[src/hw/uart_cfg_pkg.sv]
package uart_cfg_pkg;

  // Frame format for the whole UART
  // 8N1 only, no parity and a single stop bit

  // Data bits per frame, sent LSB first
  localparam int DATA_BITS = 8;

  // Start bit plus data bits plus stop bit
  // Transmit bit counter loads this at the start of a frame
  localparam int FRAME_BITS = DATA_BITS + 2;

  // Receiver sample ticks per bit time
  // Receive tick generator runs this many times faster than the bit rate
  localparam int OVERSAMPLE = 16;

endpackage

[src/hw/uart_ctrl_pkg.sv]
package uart_ctrl_pkg;

  // Transmit control states
  // IDLE   waiting for a host strobe or a held echo byte
  // WAIT   ws seen high, waiting for its falling edge
  // LOAD   one cycle, loads the transmitter and restarts its baud tick
  // SEND   frame on the line until the bit counter runs out
  typedef enum logic [1:0] {
    IDLE = 2'd0,
    WAIT = 2'd1,
    LOAD = 2'd2,
    SEND = 2'd3
  } tx_state_t;

  // Where the next transmit byte comes from
  typedef enum logic {
    SRC_HOST = 1'b0,
    SRC_ECHO = 1'b1
  } tx_src_t;

endpackage

[src/hw/baud_tick_gen.sv]
module baud_tick_gen #(
  parameter int DIV = 104
) (
  input  logic clk,
  input  logic rstn,
  input  logic restart,
  output logic tick
);

  // Counter just wide enough for DIV - 1
  localparam int CNT_W = (DIV > 1) ? $clog2(DIV) : 1;
  localparam logic [CNT_W-1:0] LAST = CNT_W'(DIV - 1);

  logic [CNT_W-1:0] cnt;

  // Free running divider, restart puts it back to the start of a period
  always_ff @(posedge clk) begin
    if (!rstn) begin
      cnt <= '0;
    end else if (restart) begin
      cnt <= '0;
    end else if (cnt == LAST) begin
      cnt <= '0;
    end else begin
      cnt <= cnt + 1'b1;
    end
  end

  // One cycle pulse on the last count, i.e. as the counter wraps
  // After a restart the first tick comes DIV cycles later
  assign tick = (cnt == LAST);

  // A divide by one would hold tick high all the time
  a_div_min: assert property (@(posedge clk) disable iff (!rstn) DIV >= 2);

endmodule

[src/hw/uart_ctrl.sv]
module uart_ctrl (
  input  logic                               clk,
  input  logic                               rstn,
  input  logic                               ws,
  input  logic [uart_cfg_pkg::DATA_BITS-1:0] data,
  input  logic                               echo_en,
  input  logic [uart_cfg_pkg::DATA_BITS-1:0] rx_data,
  input  logic                               rx_valid,
  input  logic                               done,
  output logic                               load,
  output logic                               tx_restart,
  output logic [uart_cfg_pkg::DATA_BITS-1:0] tx_data,
  output logic                               busy,
  output logic                               overrun
);

  uart_ctrl_pkg::tx_state_t           state;
  uart_ctrl_pkg::tx_state_t           state_next;
  uart_ctrl_pkg::tx_src_t             src;
  logic                               ws_q;
  logic                               ws_rise;
  logic                               hold_full;
  logic [uart_cfg_pkg::DATA_BITS-1:0] hold_data;
  logic                               hold_take;
  logic                               capture;
  logic                               echo_in;

  // Previous ws, for the rising edge
  // A strobe already high when the FSM gets back to IDLE does not count
  always_ff @(posedge clk) begin
    if (!rstn) begin
      ws_q <= 1'b0;
    end else begin
      ws_q <= ws;
    end
  end

  assign ws_rise = ws && !ws_q;

  // Held echo byte wins over the host whenever the FSM is idle
  assign hold_take = (state == uart_ctrl_pkg::IDLE) && hold_full;
  assign src       = hold_take ? uart_ctrl_pkg::SRC_ECHO : uart_ctrl_pkg::SRC_HOST;

  // Byte is latched on the way into LOAD
  // Host data is taken on the cycle that sees ws low again
  assign capture = hold_take || (state == uart_ctrl_pkg::WAIT && !ws);

  // Next state
  always_comb begin
    state_next = state;
    case (state)
      uart_ctrl_pkg::IDLE: begin
        if (hold_full) begin
          state_next = uart_ctrl_pkg::LOAD;
        end else if (ws_rise) begin
          state_next = uart_ctrl_pkg::WAIT;
        end
      end
      uart_ctrl_pkg::WAIT: begin
        if (!ws) begin
          state_next = uart_ctrl_pkg::LOAD;
        end
      end
      uart_ctrl_pkg::LOAD: begin
        state_next = uart_ctrl_pkg::SEND;
      end
      uart_ctrl_pkg::SEND: begin
        // done is still low on the first SEND cycle, counter was just loaded
        if (done) begin
          state_next = uart_ctrl_pkg::IDLE;
        end
      end
      default: state_next = uart_ctrl_pkg::IDLE;
    endcase
  end

  always_ff @(posedge clk) begin
    if (!rstn) begin
      state <= uart_ctrl_pkg::IDLE;
    end else begin
      state <= state_next;
    end
  end

  // Frame byte register, only meaningful from LOAD on
  always_ff @(posedge clk) begin
    if (capture) begin
      tx_data <= (src == uart_ctrl_pkg::SRC_ECHO) ? hold_data : data;
    end
  end

  // Load the shifter and line up the baud tick in the same cycle
  assign load       = (state == uart_ctrl_pkg::LOAD);
  assign tx_restart = (state == uart_ctrl_pkg::LOAD);

  // Host may write again once back in IDLE
  assign busy = (state == uart_ctrl_pkg::LOAD) || (state == uart_ctrl_pkg::SEND);

  assign echo_in = rx_valid && echo_en;

  // One entry echo hold
  // A byte arriving as the old one leaves still fits
  always_ff @(posedge clk) begin
    if (!rstn) begin
      hold_full <= 1'b0;
      overrun   <= 1'b0;
    end else begin
      overrun <= echo_in && hold_full && !hold_take;
      if (echo_in && (!hold_full || hold_take)) begin
        hold_full <= 1'b1;
      end else if (hold_take) begin
        hold_full <= 1'b0;
      end
    end
  end

  // Hold payload, the new byte is dropped on overrun
  always_ff @(posedge clk) begin
    if (echo_in && (!hold_full || hold_take)) begin
      hold_data <= rx_data;
    end
  end

  // Transmitter sees exactly one load per frame
  a_load_pulse: assert property (@(posedge clk) disable iff (!rstn) load |=> !load);

endmodule

[src/hw/uart_rx.sv]
module uart_rx (
  input  logic                               clk,
  input  logic                               rstn,
  input  logic                               rx,
  input  logic                               tick,
  output logic [uart_cfg_pkg::DATA_BITS-1:0] rx_data,
  output logic                               rx_valid,
  output logic                               frame_err
);

  localparam int SCNT_W = $clog2(uart_cfg_pkg::OVERSAMPLE);
  localparam int BIDX_W = $clog2(uart_cfg_pkg::DATA_BITS);

  // Half a bit from the start edge, then a whole bit per sample
  localparam logic [SCNT_W-1:0] HALF = SCNT_W'(uart_cfg_pkg::OVERSAMPLE / 2 - 1);
  localparam logic [SCNT_W-1:0] FULL = SCNT_W'(uart_cfg_pkg::OVERSAMPLE - 1);
  localparam logic [BIDX_W-1:0] LAST_BIT = BIDX_W'(uart_cfg_pkg::DATA_BITS - 1);

  // Receiver states, local to this module
  typedef enum logic [1:0] {
    RX_IDLE  = 2'd0,
    RX_START = 2'd1,
    RX_DATA  = 2'd2,
    RX_STOP  = 2'd3
  } rx_state_t;

  rx_state_t                        state;
  logic                             rx_meta;
  logic                             rx_sync;
  logic                             rx_prev;
  logic                             start_edge;
  logic [SCNT_W-1:0]                samp_cnt;
  logic [BIDX_W-1:0]                bit_idx;
  logic [uart_cfg_pkg::DATA_BITS-1:0] shreg;

  // Two flop synchronizer, plus one more flop for the edge detector
  // Reset high to match an idle line
  always_ff @(posedge clk) begin
    if (!rstn) begin
      rx_meta <= 1'b1;
      rx_sync <= 1'b1;
      rx_prev <= 1'b1;
    end else begin
      rx_meta <= rx;
      rx_sync <= rx_meta;
      rx_prev <= rx_sync;
    end
  end

  // High to low on the line may be a start bit
  assign start_edge = rx_prev && !rx_sync;

  // Receive FSM
  // Strobes default low and pulse for a single cycle
  always_ff @(posedge clk) begin
    if (!rstn) begin
      state     <= RX_IDLE;
      samp_cnt  <= '0;
      bit_idx   <= '0;
      rx_valid  <= 1'b0;
      frame_err <= 1'b0;
    end else begin
      rx_valid  <= 1'b0;
      frame_err <= 1'b0;
      case (state)
        RX_IDLE: begin
          // Edge seen on any clock, sample count starts from here
          if (start_edge) begin
            state    <= RX_START;
            samp_cnt <= '0;
          end
        end
        RX_START: begin
          if (tick) begin
            if (samp_cnt == HALF) begin
              samp_cnt <= '0;
              bit_idx  <= '0;
              // Still low at mid start bit, otherwise a glitch
              state    <= rx_sync ? RX_IDLE : RX_DATA;
            end else begin
              samp_cnt <= samp_cnt + 1'b1;
            end
          end
        end
        RX_DATA: begin
          if (tick) begin
            if (samp_cnt == FULL) begin
              samp_cnt <= '0;
              if (bit_idx == LAST_BIT) begin
                state <= RX_STOP;
              end else begin
                bit_idx <= bit_idx + 1'b1;
              end
            end else begin
              samp_cnt <= samp_cnt + 1'b1;
            end
          end
        end
        RX_STOP: begin
          if (tick) begin
            if (samp_cnt == FULL) begin
              // Mid stop bit, high means a good frame
              rx_valid  <= rx_sync;
              frame_err <= !rx_sync;
              samp_cnt  <= '0;
              state     <= RX_IDLE;
            end else begin
              samp_cnt <= samp_cnt + 1'b1;
            end
          end
        end
        default: state <= RX_IDLE;
      endcase
    end
  end

  // Data shift register, LSB arrives first so shift in from the top
  always_ff @(posedge clk) begin
    if (state == RX_DATA && tick && samp_cnt == FULL) begin
      shreg <= {rx_sync, shreg[uart_cfg_pkg::DATA_BITS-1:1]};
    end
  end

  assign rx_data = shreg;

  // A frame ends either good or bad, never both
  a_rx_excl: assert property (@(posedge clk) disable iff (!rstn) !(rx_valid && frame_err));

endmodule

[src/hw/uart_top.sv]
module uart_top #(
  parameter int CLK_DIV = 104
) (
  input  logic                               clk,
  input  logic                               rstn,
  input  logic [uart_cfg_pkg::DATA_BITS-1:0] data,
  input  logic                               ws,
  input  logic                               rx,
  input  logic                               echo_en,
  output logic                               tx,
  output logic                               busy,
  output logic [uart_cfg_pkg::DATA_BITS-1:0] rx_data,
  output logic                               rx_valid,
  output logic                               frame_err,
  output logic                               overrun
);

  // Controller to transmitter
  logic                               load;
  logic                               tx_restart;
  logic [uart_cfg_pkg::DATA_BITS-1:0] tx_data;
  logic                               done;

  // Baud ticks
  logic                               tx_tick;
  logic                               rx_tick;

  // Bit rate tick, realigned at every frame load
  baud_tick_gen #(
    .DIV(CLK_DIV)
  ) tx_baud (
    .clk    (clk),
    .rstn   (rstn),
    .restart(tx_restart),
    .tick   (tx_tick)
  );

  // Oversample tick for the receiver, free running
  baud_tick_gen #(
    .DIV(CLK_DIV / uart_cfg_pkg::OVERSAMPLE)
  ) rx_baud (
    .clk    (clk),
    .rstn   (rstn),
    .restart(1'b0),
    .tick   (rx_tick)
  );

  uart_tx u_tx (
    .clk    (clk),
    .rstn   (rstn),
    .load   (load),
    .tick   (tx_tick),
    .tx_data(tx_data),
    .tx     (tx),
    .done   (done)
  );

  uart_rx u_rx (
    .clk      (clk),
    .rstn     (rstn),
    .rx       (rx),
    .tick     (rx_tick),
    .rx_data  (rx_data),
    .rx_valid (rx_valid),
    .frame_err(frame_err)
  );

  // Receive outputs also feed the echo path
  uart_ctrl u_ctrl (
    .clk       (clk),
    .rstn      (rstn),
    .ws        (ws),
    .data      (data),
    .echo_en   (echo_en),
    .rx_data   (rx_data),
    .rx_valid  (rx_valid),
    .done      (done),
    .load      (load),
    .tx_restart(tx_restart),
    .tx_data   (tx_data),
    .busy      (busy),
    .overrun   (overrun)
  );

endmodule

[src/hw/uart_tx.sv]
module uart_tx (
  input  logic                               clk,
  input  logic                               rstn,
  input  logic                               load,
  input  logic                               tick,
  input  logic [uart_cfg_pkg::DATA_BITS-1:0] tx_data,
  output logic                               tx,
  output logic                               done
);

  // Enough bits to hold FRAME_BITS itself
  localparam int CNT_W = $clog2(uart_cfg_pkg::FRAME_BITS + 1);
  localparam logic [CNT_W-1:0] FRAME_CNT = CNT_W'(uart_cfg_pkg::FRAME_BITS);

  // Data byte plus start bit in the LSB
  logic [uart_cfg_pkg::DATA_BITS:0] shifter;
  // Bits still to go in the current frame
  logic [CNT_W-1:0]                 bit_cnt;
  logic                             sending;

  assign sending = (bit_cnt != '0);

  // Shift register
  // All ones at reset so the line idles high
  always_ff @(posedge clk) begin
    if (!rstn) begin
      shifter <= '1;
    end else if (load) begin
      // Start bit goes out first, on the cycle after load
      shifter <= {tx_data, 1'b0};
    end else if (tick && sending) begin
      // Ones fill in from the top and become the stop bit
      shifter <= {1'b1, shifter[uart_cfg_pkg::DATA_BITS:1]};
    end
  end

  // Bit counter
  // One tick per bit, the last tick closes the stop bit
  always_ff @(posedge clk) begin
    if (!rstn) begin
      bit_cnt <= '0;
    end else if (load) begin
      bit_cnt <= FRAME_CNT;
    end else if (tick && sending) begin
      bit_cnt <= bit_cnt - 1'b1;
    end
  end

  // Line straight from the shifter flop, no glitches
  assign tx = shifter[0];

  // Frame complete once every bit has had its full tick period
  assign done = !sending;

  // Controller only loads a new frame once the previous one is out
  a_load_idle: assert property (@(posedge clk) disable iff (!rstn) load |-> bit_cnt == '0);

endmodule

[config.mk]
export PLATFORM = sky130hd
export DESIGN_NAME = uart_top
export DESIGN_NICKNAME = d
export VERILOG_FILES = /design/src/hw/uart_cfg_pkg.sv /design/src/hw/uart_ctrl_pkg.sv /design/src/hw/baud_tick_gen.sv /design/src/hw/uart_ctrl.sv /design/src/hw/uart_rx.sv /design/src/hw/uart_top.sv /design/src/hw/uart_tx.sv
export SDC_FILE = /design/constraint.sdc
export NUM_CORES = 1
export LEC_CHECK = 0
export BUFFER_PORTS_ARGS = -buffer_cell sky130_fd_sc_hd__buf_2
export CORE_UTILIZATION = 41
export CTS_BUF_LIST = sky130_fd_sc_hd__clkbuf_8
export DETAILED_ROUTE_END_ITERATION = 16
export PLACE_DENSITY = 0.67
export SLEW_MARGIN = 20
export SYNTH_ARGS = -nofsm -noshare
export SYNTH_HDL_FRONTEND = slang
export SYNTH_HIERARCHICAL = 1
export SYNTH_SLANG_ARGS = --single-unit
[constraint.sdc]
create_clock -name clk -period 1.93 [get_ports clk]
set_clock_uncertainty 0.05 [all_clocks]
set_input_delay 0.2895 -clock clk [delete_from_list [all_inputs] [get_ports clk]]
set_output_delay 0.2895 -clock clk [all_outputs]
set_load 0.02 [all_outputs]
# == Word-level counts from Yosys, hierarchy flattened ==
# Cells that the tools add are included.
# op_classes
n_addsub,5
eq_ne,24
mux,35
bitwise_logic,1
reduce_logical,34
# ops
operator,count
4-bit 2-to-1 mux,7
2-bit 2-to-1 mux,13
9-bit 2-to-1 mux,2
2-bit by 1-bit inequality test with 1-bit output (second input constant),9
2-bit one-hot mux with 4 select lines,2
3-bit 2-to-1 mux,5
4-bit one-hot mux with 3 select lines,1
1-bit logical AND,11
2-bit equality test (second input constant),4
8-bit 2-to-1 mux,1
8-bit AND reduction,1
7-bit by 1-bit adder with 7-bit output (second input constant),1
7-bit equality test (second input constant),1
3-bit by 1-bit adder with 3-bit output (second input constant),2
3-bit equality test (second input constant),2
2-bit inequality test (second input constant),3
3-bit one-hot mux with 2 select lines,1
3-bit AND reduction,2
6-bit AND reduction,1
2-bit nonzero test,3
2-bit OR reduction,3
1-bit logical NOT,5
4-bit by 1-bit adder with 4-bit output (second input constant),1
2-bit by 1-bit equality test with 1-bit output (second input constant),2
11 further kinds,16
# totals
regBits,66
in_bits,13
out_inout_bits,13
wordCells,119

# == Depth between registers and ports, before layout ==
# Gate-level depths: netlist of the first run.
# depth
word_depth,5
mapped_depth,7
depth_no_buf,7

# == Modules after synthesis ==
# The synthesis of the first run kept the hierarchy.
# by_module_without_submodules
module,n_inst,cells_each,area_per_inst_um2,seq_area_each_um2
uart_rx,1,79,908.4,520.5
uart_ctrl,1,61,893.4,580.6
uart_tx,1,80,704.4,260.2
baud_tick_gen at tx_baud,1,34,306.5,140.1
baud_tick_gen at rx_baud,1,13,135.1,60.1
uart_top,1,1,3.8,0.0

# == Least setup slack after synthesis of the first run ==
# Ideal clock, no wire load.
# synth_timing
path_kind,register to register
start,reg u_tx.bit_cnt[0]
end,reg u_ctrl.state[0]
setup_ps,72
arrival_time_ps,1630
path_slack_ps,179
path_stages_with_launch,8
n_path_buf,0
synth_period_minus_slack_ps,1751
cell_sequence,dfxtp_1 inv_1 ha_1 or3b_4 clkinv_1 inv_1 a222oi_1 mux2i_1
# synth_between
elab_chain_cells,3
# synth_lines
element,line_no,rtl
start: declaration,uart_tx.sv:18,logic [CNT_W-1:0] bit_cnt;
start signal: assignment,uart_tx.sv:45,bit_cnt <= bit_cnt - 1'b1;
4-bit nonzero test,uart_tx.sv:21,assign sending = (bit_cnt != '0);
2-bit inequality test (no line),n/a,
3-bit AND reduction (no line),n/a,
end signal: assignment,uart_ctrl.sv:79,state <= uart_ctrl_pkg::IDLE;
end signal: assignment,uart_ctrl.sv:81,state <= state_next;
end: declaration,uart_ctrl.sv:17,uart_ctrl_pkg::tx_state_t state;
# No other way between the ends.
# A chain may end at the register's enable or synchronous reset.

# == Worst setup path after layout of the first run ==
# layout_timing
start,reg u_rx.bit_idx[0]
end,reg u_rx.bit_idx[2]
# layout_between
elab_chain_cells,5
word_cells_on_any_way,8
cone_classes,add/sub (1); eq/ne (2); mux (4); reduce/logical (1)
# layout_lines
element,line_no,rtl
start: declaration,uart_rx.sv:33,logic [BIDX_W-1:0] bit_idx;
start signal: assignment,uart_rx.sv:92,bit_idx <= bit_idx + 1'b1;
3-bit by 1-bit adder with 3-bit output,uart_rx.sv:92,
3-bit 2-to-1 mux,uart_rx.sv:89,if (bit_idx == LAST_BIT) begin
3-bit 2-to-1 mux,uart_rx.sv:87,if (samp_cnt == FULL) begin
3-bit 2-to-1 mux,uart_rx.sv:86,if (tick) begin
3-bit one-hot mux with 2 select lines,uart_rx.sv:65,case (state)
# Several ways; a longest one is shown, not always the timed one. The select of a mux whose other input is x is not followed.

==> results of run 1 <==
## path summary, 6_finish.rpt
| kind | end |
|---|---|
| min reg2reg | u_rx/rx_sync$_SDFF_PN1_ |
| max | u_rx/bit_idx[2]$_SDFFE_PN0P_ |
| min | u_rx/rx_meta$_SDFF_PN1_ |
| max reg2reg | u_rx/bit_idx[2]$_SDFFE_PN0P_ |
## flip-flops by register name, summed over array words and instances, names as in the netlist, 2 cells and up, named ones only
register and count:
u_tx/shifter 9, rx_baud/cnt 3, u_ctrl/tx_data 8, u_rx/samp_cnt 4, u_tx/bit_cnt 4, u_rx/bit_idx 3, tx_baud/cnt 7, u_ctrl/state 2
u_ctrl/hold_data 8, u_rx/rx_data 8
## synthesized netlist by cell type (all sizes together) (7+ instances only)
cell type / instances / area, µm²
edfxtp: 24 / 721
nand2b: 7 / 43.8
a21oi: 12 / 63.8
inv: 18 / 67.6
o21ai: 9 / 48.8
nor2b: 10 / 62.6
nor3: 10 / 50.1
ha: 13 / 163
nand3: 7 / 40.0
mux2: 9 / 101
dfxtp: 42 / 841
a311oi: 7 / 61.3
nor2: 15 / 58.8
nand2: 17 / 63.8
or3b: 7 / 63.8
## routing by layer
layer | vias to the layer above | global-route usage (%) | routed length (µm)
li1 | 1034 | - | -
met1 | 970 | 18.3 | 2470
met2 | 28 | 23.4 | 2410
met3 | 8 | 4.10 | 173
met4 | 0 | 8.33 | 87
met5 | - | 0 | 0
## power by group
group	leakage [nW]	internal (mW)	switching [mW]
Clock	0.123	0.832	0.511
Combinational	0.670	0.188	0.208
Sequential	0.558	1.52	0.0484
## metrics by stage
step | instance area [µm²] | setup slack (ns) | utilization (%)
finish | 3470 | 0.0972 | 50.5
global route | 3470 | 0.0196 | 50.5
CTS | 3460 | 0.0375 | 50.3
detailed placement | 3210 | 0.0477 | 46.7
global placement | 3210 | 0.152 | 46.7
floorplan | 2950 | 0.179 | -
## cell usage in the layout, fill, tap and decap left out, drive strengths merged, types with 4 or more instances in the layout
cell type,n
edfxtp,24
nand3,7
nand2b,7
a311oi,7
nand2,17
mux2,9
o21ai,9
a21oi,12
nor2,15
clkbuf,12
buf,35
nor3,10
inv,19
mux2i,4
xor2,6
or3b,7
nor2b,10
and2,4
dfxtp,42
ha,13
## kinds of logic (layout without fill, tap and decap cells)
group | Yosys count | count (layout) | synth area share [%]
AND/OR/NAND/NOR | 96 | 96 | 19.3
XOR/XNOR | 6 | 6 | 1.78
buffers and inverters | 29 | 70 | 4.37
other | 1 | 1 | 0.127
flip-flops | 66 | 66 | 52.9
adder cells (fa/ha/maj) | 13 | 13 | 5.51
multiplexers | 13 | 13 | 4.79
AO/OA/AOI/OAI | 44 | 44 | 11.2
## worst max-delay path: cells and delay by family, from the launching register on
| family | cells | cell delay, ns |
|---|---|---|
| DFF | 1 | 0.32 |
| and+or+nand+nor | 2 | 0.77 |
| AOI/OAI and AO/OA | 2 | 0.24 |
| adders and majority gates | 2 | 0.39 |
## what timing repair did
action,CTS,global route
resized for setup,2,3
setup buffers,0,1
pin swaps,0,1
gates cloned,0,0
endpoints found under the setup margin,1,13
## area by class of cell
cell class                 instances  area, µm²  share of cell area (%)
timing repair buffer              35        200                    5.77
clock buffer                      12        165                    4.76
tap                               96        120                    3.46
inverter                          19       71.3                    2.06
multi-input combinational        173       1280                    36.8
sequential                        66       1560                    45.1
clock inverter                     4       71.3                    2.06
==> qor.yml, run 1 <==
timing:
  tns_ns: 0
  timing.final.max_slew_violations: 0
  unrepaired_setup_endpoints_after_global_routing: "false"
  timing.fmax_mhz: 546
  finalHoldWorstSlack_ns: 0.0961
  tightestPinTransition_ns: 0.639
  timing.slew.headroom_pct: 57.3
  finalWorstPathRequiredPeriod_ns: 1.83
  hold_viol_final: 0
  timing.final.crit_share_pct: 95.0
  finalSetupViolations: 0
power:
  post-layout-total-power_mw: 3.30
  power_density_nw_per_um2: 953
  highest_ir_drop_seen_on_vdd_v: 0.000504
  cellLeakagePower_nw: 1.35
logic_synthesis:
  ys.warnings.count: 6
  synthesis.area_um2: 2950
  syn_nets: 294
  ys_seq_elements: 66
  synth_edf_count: 24
  synth_sequential_area_ratio_pct: 52.9
  postSynthAreaPerCell_um2: 11.0
  async_reset_ff_share_pct: 0
  netlist-cell-type-count: 57
  synthesis.instances: 268
  synth-main-ff-cell: "sky130_fd_sc_hd__dfxtp_1"
cts:
  cts-buffers-inserted: 9
  worstSkewPairLatency_ns: 0.33
  cts.path.max_buffers: 2
  cts-hold-fix-buffers: 0
  clkSinkCount: 66
  cts-htree-levels: 3
  clk_root_buffer_cell: "sky130_fd_sc_hd__clkbuf_8"
  tritoncts: "built"
  worst_setup_hold_path_clk_slew_ns: 0.07
placement:
  post-place-cells: 388
  weighted_congestion_reported_at_the_end_of_routability_driven_placement: 0.731
  dp.final_hpwl_um: 3640
  port-buffer-count: 25
die:
  core_region_area_um2: 6870
  die-area_um2: 7540
  placementRows: 30
  die-width_um: 86.8
  floorplan.initialDensity_pct: 43.0
  die-height_um: 86.8
  boundaryPins: 26
routing:
  detail-route-antenna-nets: 0
  drcViolationCount: 0
  drt-wirelength-per-cell_um: 12.7
  route.final.wire_length_um: 5140
  initialDrtViolationCount: 92
  detail_route.first_pass.iterations: 4
  via_count: 2040
  drt-vias-per-instance: 5.04
global_route:
  grt_start_max_net_pins: 25
  antenna_found_initial: 0
  grt_pass1_vias: 1888
  grt_pass1_wl_um: 8420
  grt-ovfl-total: 0
  globalRouteTotalUtil_pct: 14.8
critical_path:
  reg2reg_setup_slack_ns: 0.1
  worstSetupStartpoint: "u_rx/bit_idx[0]$_SDFFE_PN0P_"
  worstPathCellList: "ha_1 -> ha_1 -> and4bb_1 -> o21ai_2 -> or4b_1 -> a21boi_1"
  worstSetupPathType: "register to register"
  critPathCaptureType: "register"
  critical_path_peak_fanout: 5
  timing.critical_path.mode_cell: "sky130_fd_sc_hd__ha_1"
  critPathRequiredTime_ns: 2.15
  reg2reg_depth: 6
  worst_path_largest_cell_delay_ns: 0.49
  cp_slowest_cell: "sky130_fd_sc_hd__or4b_1"
  worstReg2RegStart: "u_rx/bit_idx[0]$_SDFFE_PN0P_"
  start_kind: "register"
  timing.critical_path.arrival_ns: 2.05
min_path:
  hold_path_class: "input pin to register"
  min_path_cells: 2
  hold_start: "rx"
finish:
  area_delta_synth_final_pct: 17.5
  final_antenna_diode_count: 0
  num-fill-cells: 617
  layout-drive-gt1-share_pct: 25.2
  final_cells: 405
  finalNetCount: 330
run:
  drv_cap: 0
status:
  outcome: "finished clean"
No activity file was read; power rests on OpenSTA's default activity.
==> inputs of run 2 (changes only) <==
Settings changed: GPL_TIMING_DRIVEN set to 0.
==> run 2 against run 1 <==
Against the previous run: register-to-register slack lost 0.03 ns; global-route usage up 0.87 points; fmax fell by 1.5%; clock power down 22%; sequential power barely moved; total power shrank 8.8%; first-iteration DRC count down 3.3%; largest cell class unchanged; highest routed layer unchanged.
==> qor.yml, run 2 (synthesized netlist as in run 1, its figures left out) <==
routing:
  via_count: 2050
  detail-route-antenna-nets: 0
  drt-vias-per-instance: 5.02
  detail_route.first_pass.iterations: 4
  initialDrtViolationCount: 89
  route.final.wire_length_um: 5480
  drt-wirelength-per-cell_um: 13.4
  drcViolationCount: 0
power:
  highest_ir_drop_seen_on_vdd_v: 0.000332
  cellLeakagePower_nw: 1.33
  power_density_nw_per_um2: 873
cts:
  cts-hold-fix-buffers: 0
  cts-htree-levels: 3
  cts.path.max_buffers: 2
  worstSkewPairLatency_ns: 0.33
  cts-buffers-inserted: 9
  clkSinkCount: 66
  clk_root_buffer_cell: "sky130_fd_sc_hd__clkbuf_8"
  worst_setup_hold_path_clk_slew_ns: 0.07
  tritoncts: "built"
die:
  floorplan.initialDensity_pct: 43.0
  placementRows: 30
  die-height_um: 86.8
  core_region_area_um2: 6870
  die-width_um: 86.8
  die-area_um2: 7540
  boundaryPins: 26
global_route:
  grt_start_max_net_pins: 15
  grt-ovfl-total: 0
  globalRouteTotalUtil_pct: 15.7
  grt_pass1_wl_um: 8910
  antenna_found_initial: 0
  grt_pass1_vias: 1925
run:
  drv_cap: 0
finish:
  layout_commonest_cell: "sky130_fd_sc_hd__dfxtp_1"
  num-fill-cells: 634
  finalNetCount: 333
  area_delta_synth_final_pct: 16.9
  layout-drive-gt1-share_pct: 25.3
  final_cell_area_um2: 3450
  finish.utilization_pct: 50.2
  largest_register_ffs: 9
  layout.cells.most_common_list: "42 x sky130_fd_sc_hd__dfxtp_1, 26 x sky130_fd_sc_hd__buf_2, 24 x sky130_fd_sc_hd__edfxtp_1, 20 x sky130_fd_sc_hd__inv_1, 17 x sky130_fd_sc_hd__nand2_1"
  final_antenna_diode_count: 0
  largest-register: "u_tx/shifter"
timing:
  finalWorstPathRequiredPeriod_ns: 1.86
  timing.slew.headroom_pct: 55.2
  timing.final.max_slew_violations: 0
  finalSetupViolations: 0
  setup_slack_ns: 0.0697
  hold_viol_final: 0
  tightestPinTransition_ns: 0.662
  timing.final.crit_share_pct: 96.4
  timing.fmax_mhz: 538
critical_path:
  worstPathCellList: "ha_1 -> ha_2 -> and4bb_1 -> o21ai_4 -> or4b_4 -> a21boi_2"
  crit_buf_inv: 0
  critPathRequiredTime_ns: 2.14
  timing.critical_path.arrival_ns: 2.07
  critPathTopFamily: "simple AND/OR/NAND/NOR gates"
  cp_slowest_cell: "sky130_fd_sc_hd__or4b_4"
  critPathCaptureType: "register"
  start_kind: "register"
  critical_path_peak_fanout: 5
  worst_path_largest_cell_delay_ns: 0.49
  worstSetupPathType: "register to register"
placement:
  weighted_congestion_reported_at_the_end_of_routability_driven_placement: 0.759
  area_after_dpl_um2: 3200
  dp.final_hpwl_um: 3840
  port-buffer-count: 25
  place_ws_ns: -0.0886
min_path:
  hold_path_class: "input pin to register"
status:
  outcome: "finished clean"
==> run 2: cell types whose count changed in the layout (fill, tap and decap cells not counted), sizes merged <==
| cell | before | now |
|---|---|---|
| buf | 35 | 32 |
| clkinvlp | 0 | 1 |
| clkbuf | 12 | 18 |
| bufinv | 2 | 0 |
| inv | 19 | 20 |
==> run 2: layout make-up <==
cell class	instances	area, µm²	area share, %
multi-input combinational	173	1310	37.8
inverter	19	75.1	2.18
timing repair buffer	28	148	4.28
clock buffer	12	165	4.79
tap	96	120	3.48
sequential	66	1560	45.3
clock inverter	4	17.5	0.508
buffer	10	58.8	1.70
==> run 2: timing repair <==
action | CTS | global route
endpoints found under the setup margin | 20 | 31
gates resized for setup | 3 | 12
pin swaps | 1 | 3
setup buffers | 1 | 2
==> run 2: worst register-to-register path: cells and delay by family (launching register included) <==
kind | cells | cell delay (ns)
AOI/OAI and AO/OA | 2 | 0.23
adders and majority gates | 2 | 0.38
DFF | 1 | 0.32
and+or+nand+nor | 2 | 0.81
==> run 2: path summary, 6_finish.rpt <==
| kind | from | to | slack, ns | cells after the start |
|---|---|---|---|---|
| max | u_rx/bit_idx[0]$_SDFFE_PN0P_ | u_rx/bit_idx[0]$_SDFFE_PN0P_ | 0.07 | 6 |
| min | rx | u_rx/rx_meta$_SDFF_PN1_ | 0.09 | 2 |
| max reg2reg | u_rx/bit_idx[0]$_SDFFE_PN0P_ | u_rx/bit_idx[0]$_SDFFE_PN0P_ | 0.07 | 6 |
| min reg2reg | u_rx/rx_meta$_SDFF_PN1_ | u_rx/rx_sync$_SDFF_PN1_ | 0.38 | 1 |
==> run 2: stage by stage <==
stage          cells  hold slack, ns  total power [mW]   TNS, ns
2_1_floorplan    268           0.313              1.86         0
3_3_place_gp     389           0.356              1.95    -0.437
3_5_place_dp     389           0.375              1.95     -1.09
4_1_cts          406          0.0656              3.02         0
5_1_grt          408          0.0639              3.17  -0.00953
6_report         408          0.0854              3.01         0
==> run 2: metal layers <==
| layer | global-route usage [%] | up-vias | part of all wire, % |
|---|---|---|---|
| met2 | 24.1 | 32 | 49 |
| met5 | 0 | - | 0 |
| met4 | 9.09 | 0 | 1.8 |
| li1 | - | 1041 | - |
| met1 | 19.5 | 968 | 46 |
| met3 | 4.86 | 9 | 4.0 |
==> run 2: power breakdown <==
| group | switching (mW) | internal, mW | total [mW] |
|---|---|---|---|
| sequential | 0.0491 | 1.52 | 1.57 |
| clock | 0.487 | 0.558 | 1.04 |
| combinational | 0.219 | 0.185 | 0.404 |
==> inputs of run 3 (changes only) <==
Settings changed: SKIP_LAST_GASP set to 1, SLEW_MARGIN 20 to unset.
Clock period 1.93 ns to 2.02 ns, I/O delays scaled along.
==> run 3 against run 2 <==
Against the previous run: largest power group unchanged; highest routed layer unchanged; sequential share of layout area is 0.75 points higher; routed wire length is 1.6% lower; hold slack better by 0.013 ns.
==> qor.yml, run 3 (synthesized netlist as in run 1, its figures left out) <==
global_route:
  grt_pass1_vias: 1923
  grt_start_max_net_pins: 15
  grt_pass1_wl_um: 8900
  globalRouteTotalUtil_pct: 15.7
  grt-ovfl-total: 0
  antenna_found_initial: 0
finish:
  largest-register: "u_tx/shifter"
  layout-drive-gt1-share_pct: 22.9
  largest_register_ffs: 9
  layout_commonest_cell: "sky130_fd_sc_hd__dfxtp_1"
  final_antenna_diode_count: 0
  final_cell_area_um2: 3390
  finalNetCount: 331
  layout.cells.most_common_list: "42 x sky130_fd_sc_hd__dfxtp_1, 26 x sky130_fd_sc_hd__buf_2, 24 x sky130_fd_sc_hd__edfxtp_1, 20 x sky130_fd_sc_hd__inv_1, 17 x sky130_fd_sc_hd__nand2_1"
  final_cells: 406
  num-fill-cells: 632
  area_delta_synth_final_pct: 15.0
timing:
  tightestPinTransition_ns: 0.692
  hold_viol_final: 0
  timing.final.max_slew_violations: 0
  timing.final.crit_share_pct: 94.1
  finalSetupViolations: 0
  timing.slew.headroom_pct: 53.6
  setup_slack_ns: 0.118
  tns_ns: 0
  timing.fmax_mhz: 526
  finalWorstPathRequiredPeriod_ns: 1.90
die:
  die-width_um: 86.8
  core_region_area_um2: 6870
  die-area_um2: 7540
  floorplan.initialDensity_pct: 43.0
  placementRows: 30
  die-height_um: 86.8
  boundaryPins: 26
routing:
  drt-vias-per-instance: 4.99
  detail-route-antenna-nets: 0
  detail_route.first_pass.iterations: 4
  via_count: 2024
  drt-wirelength-per-cell_um: 13.3
  initialDrtViolationCount: 73
  route.final.wire_length_um: 5400
  drcViolationCount: 0
placement:
  weighted_congestion_reported_at_the_end_of_routability_driven_placement: 0.759
  area_after_dpl_um2: 3200
  dp.final_hpwl_um: 3840
  port-buffer-count: 25
  post-place-cells: 389
  place_ws_ns: 0.00139
power:
  power_density_nw_per_um2: 839
  highest_ir_drop_seen_on_vdd_v: 0.000313
  post-layout-total-power_mw: 2.85
  cellLeakagePower_nw: 1.32
critical_path:
  start_kind: "register"
  crit_buf_inv: 4
  critPathRequiredTime_ns: 2.23
  worstPathCellList: "inv_1 -> ha_1 -> or3b_4 -> clkinv_1 -> inv_1 -> a222oi_1 -> buf_4 -> mux2i_1"
  timing.critical_path.arrival_ns: 2.11
  critPathTopFamily: "buffers and inverters"
  cp_slowest_cell: "sky130_fd_sc_hd__or3b_4"
  worst_path_largest_cell_delay_ns: 0.40
  timing.critical_path.mode_cell: "sky130_fd_sc_hd__inv_1"
  critical_path_peak_fanout: 8
  critPathCaptureType: "register"
  worstSetupPathType: "register to register"
cts:
  clkSinkCount: 66
  tritoncts: "built"
  cts.path.max_buffers: 2
  worstSkewPairLatency_ns: 0.33
  clk_root_buffer_cell: "sky130_fd_sc_hd__clkbuf_8"
  cts-htree-levels: 3
  cts-buffers-inserted: 9
  worst_setup_hold_path_clk_slew_ns: 0.07
min_path:
  hold_path_class: "input pin to register"
run:
  drv_cap: 0
status:
  outcome: "finished clean"
[run 3: final cells by class]
| class | instances | area [µm²] | share of cell area, % |
|---|---|---|---|
| Clock buffer | 12 | 165 | 4.87 |
| Buffer | 10 | 58.8 | 1.73 |
| Inverter | 19 | 71.3 | 2.10 |
| Timing Repair Buffer | 26 | 133 | 3.91 |
| Multi-Input combinational cell | 173 | 1270 | 37.3 |
| Sequential cell | 66 | 1560 | 46.0 |
| Tap cell | 96 | 120 | 3.54 |
| Clock inverter | 4 | 17.5 | 0.516 |
[run 3: layer usage]
metal / GRT usage, % / share of wire, % / vias up
met4: 9.09 / 1.8 / 0
met3: 4.86 / 3.9 / 9
met5: 0 / 0 / -
li1: - / - / 1031
met2: 24.1 / 48 / 32
met1: 19.4 / 46 / 952
[run 3: timing repair]
| action | CTS | global route |
|---|---|---|
| hold buffers | 0 | 0 |
| buffers inserted | 0 | 1 |
| pin swaps | 0 | 1 |
| gates resized for setup | 1 | 5 |
| setup endpoints to repair | 1 | 16 |
[run 3: power breakdown]
part	leakage [nW]	internal [mW]	total (mW)	switching (mW)
clock	0.105	0.533	0.996	0.463
sequential	0.558	1.45	1.49	0.0452
combinational	0.655	0.162	0.358	0.196
[run 3: metrics by stage]
stage          util [%]  hold WS (ns)
2_1_floorplan         -         0.326
3_3_place_gp       46.5         0.356
5_1_grt            49.4        0.0774
4_1_cts            49.2        0.0791
6_report           49.4        0.0985
3_5_place_dp       46.5         0.375
[run 3: path summary, 6_finish.rpt]
check	start	end	slack, ns	cells past startpoint
worst max register to register	u_tx/bit_cnt[0]$_SDFFE_PP0P_	u_ctrl/state[0]$_SDFFE_PN0P_	0.12	8
worst min register to register	u_rx/rx_meta$_SDFF_PN1_	u_rx/rx_sync$_SDFF_PN1_	0.38	1
worst min-delay path	rx	u_rx/rx_meta$_SDFF_PN1_	0.1	2
worst max-delay path	u_tx/bit_cnt[0]$_SDFFE_PP0P_	u_ctrl/state[0]$_SDFFE_PN0P_	0.12	8
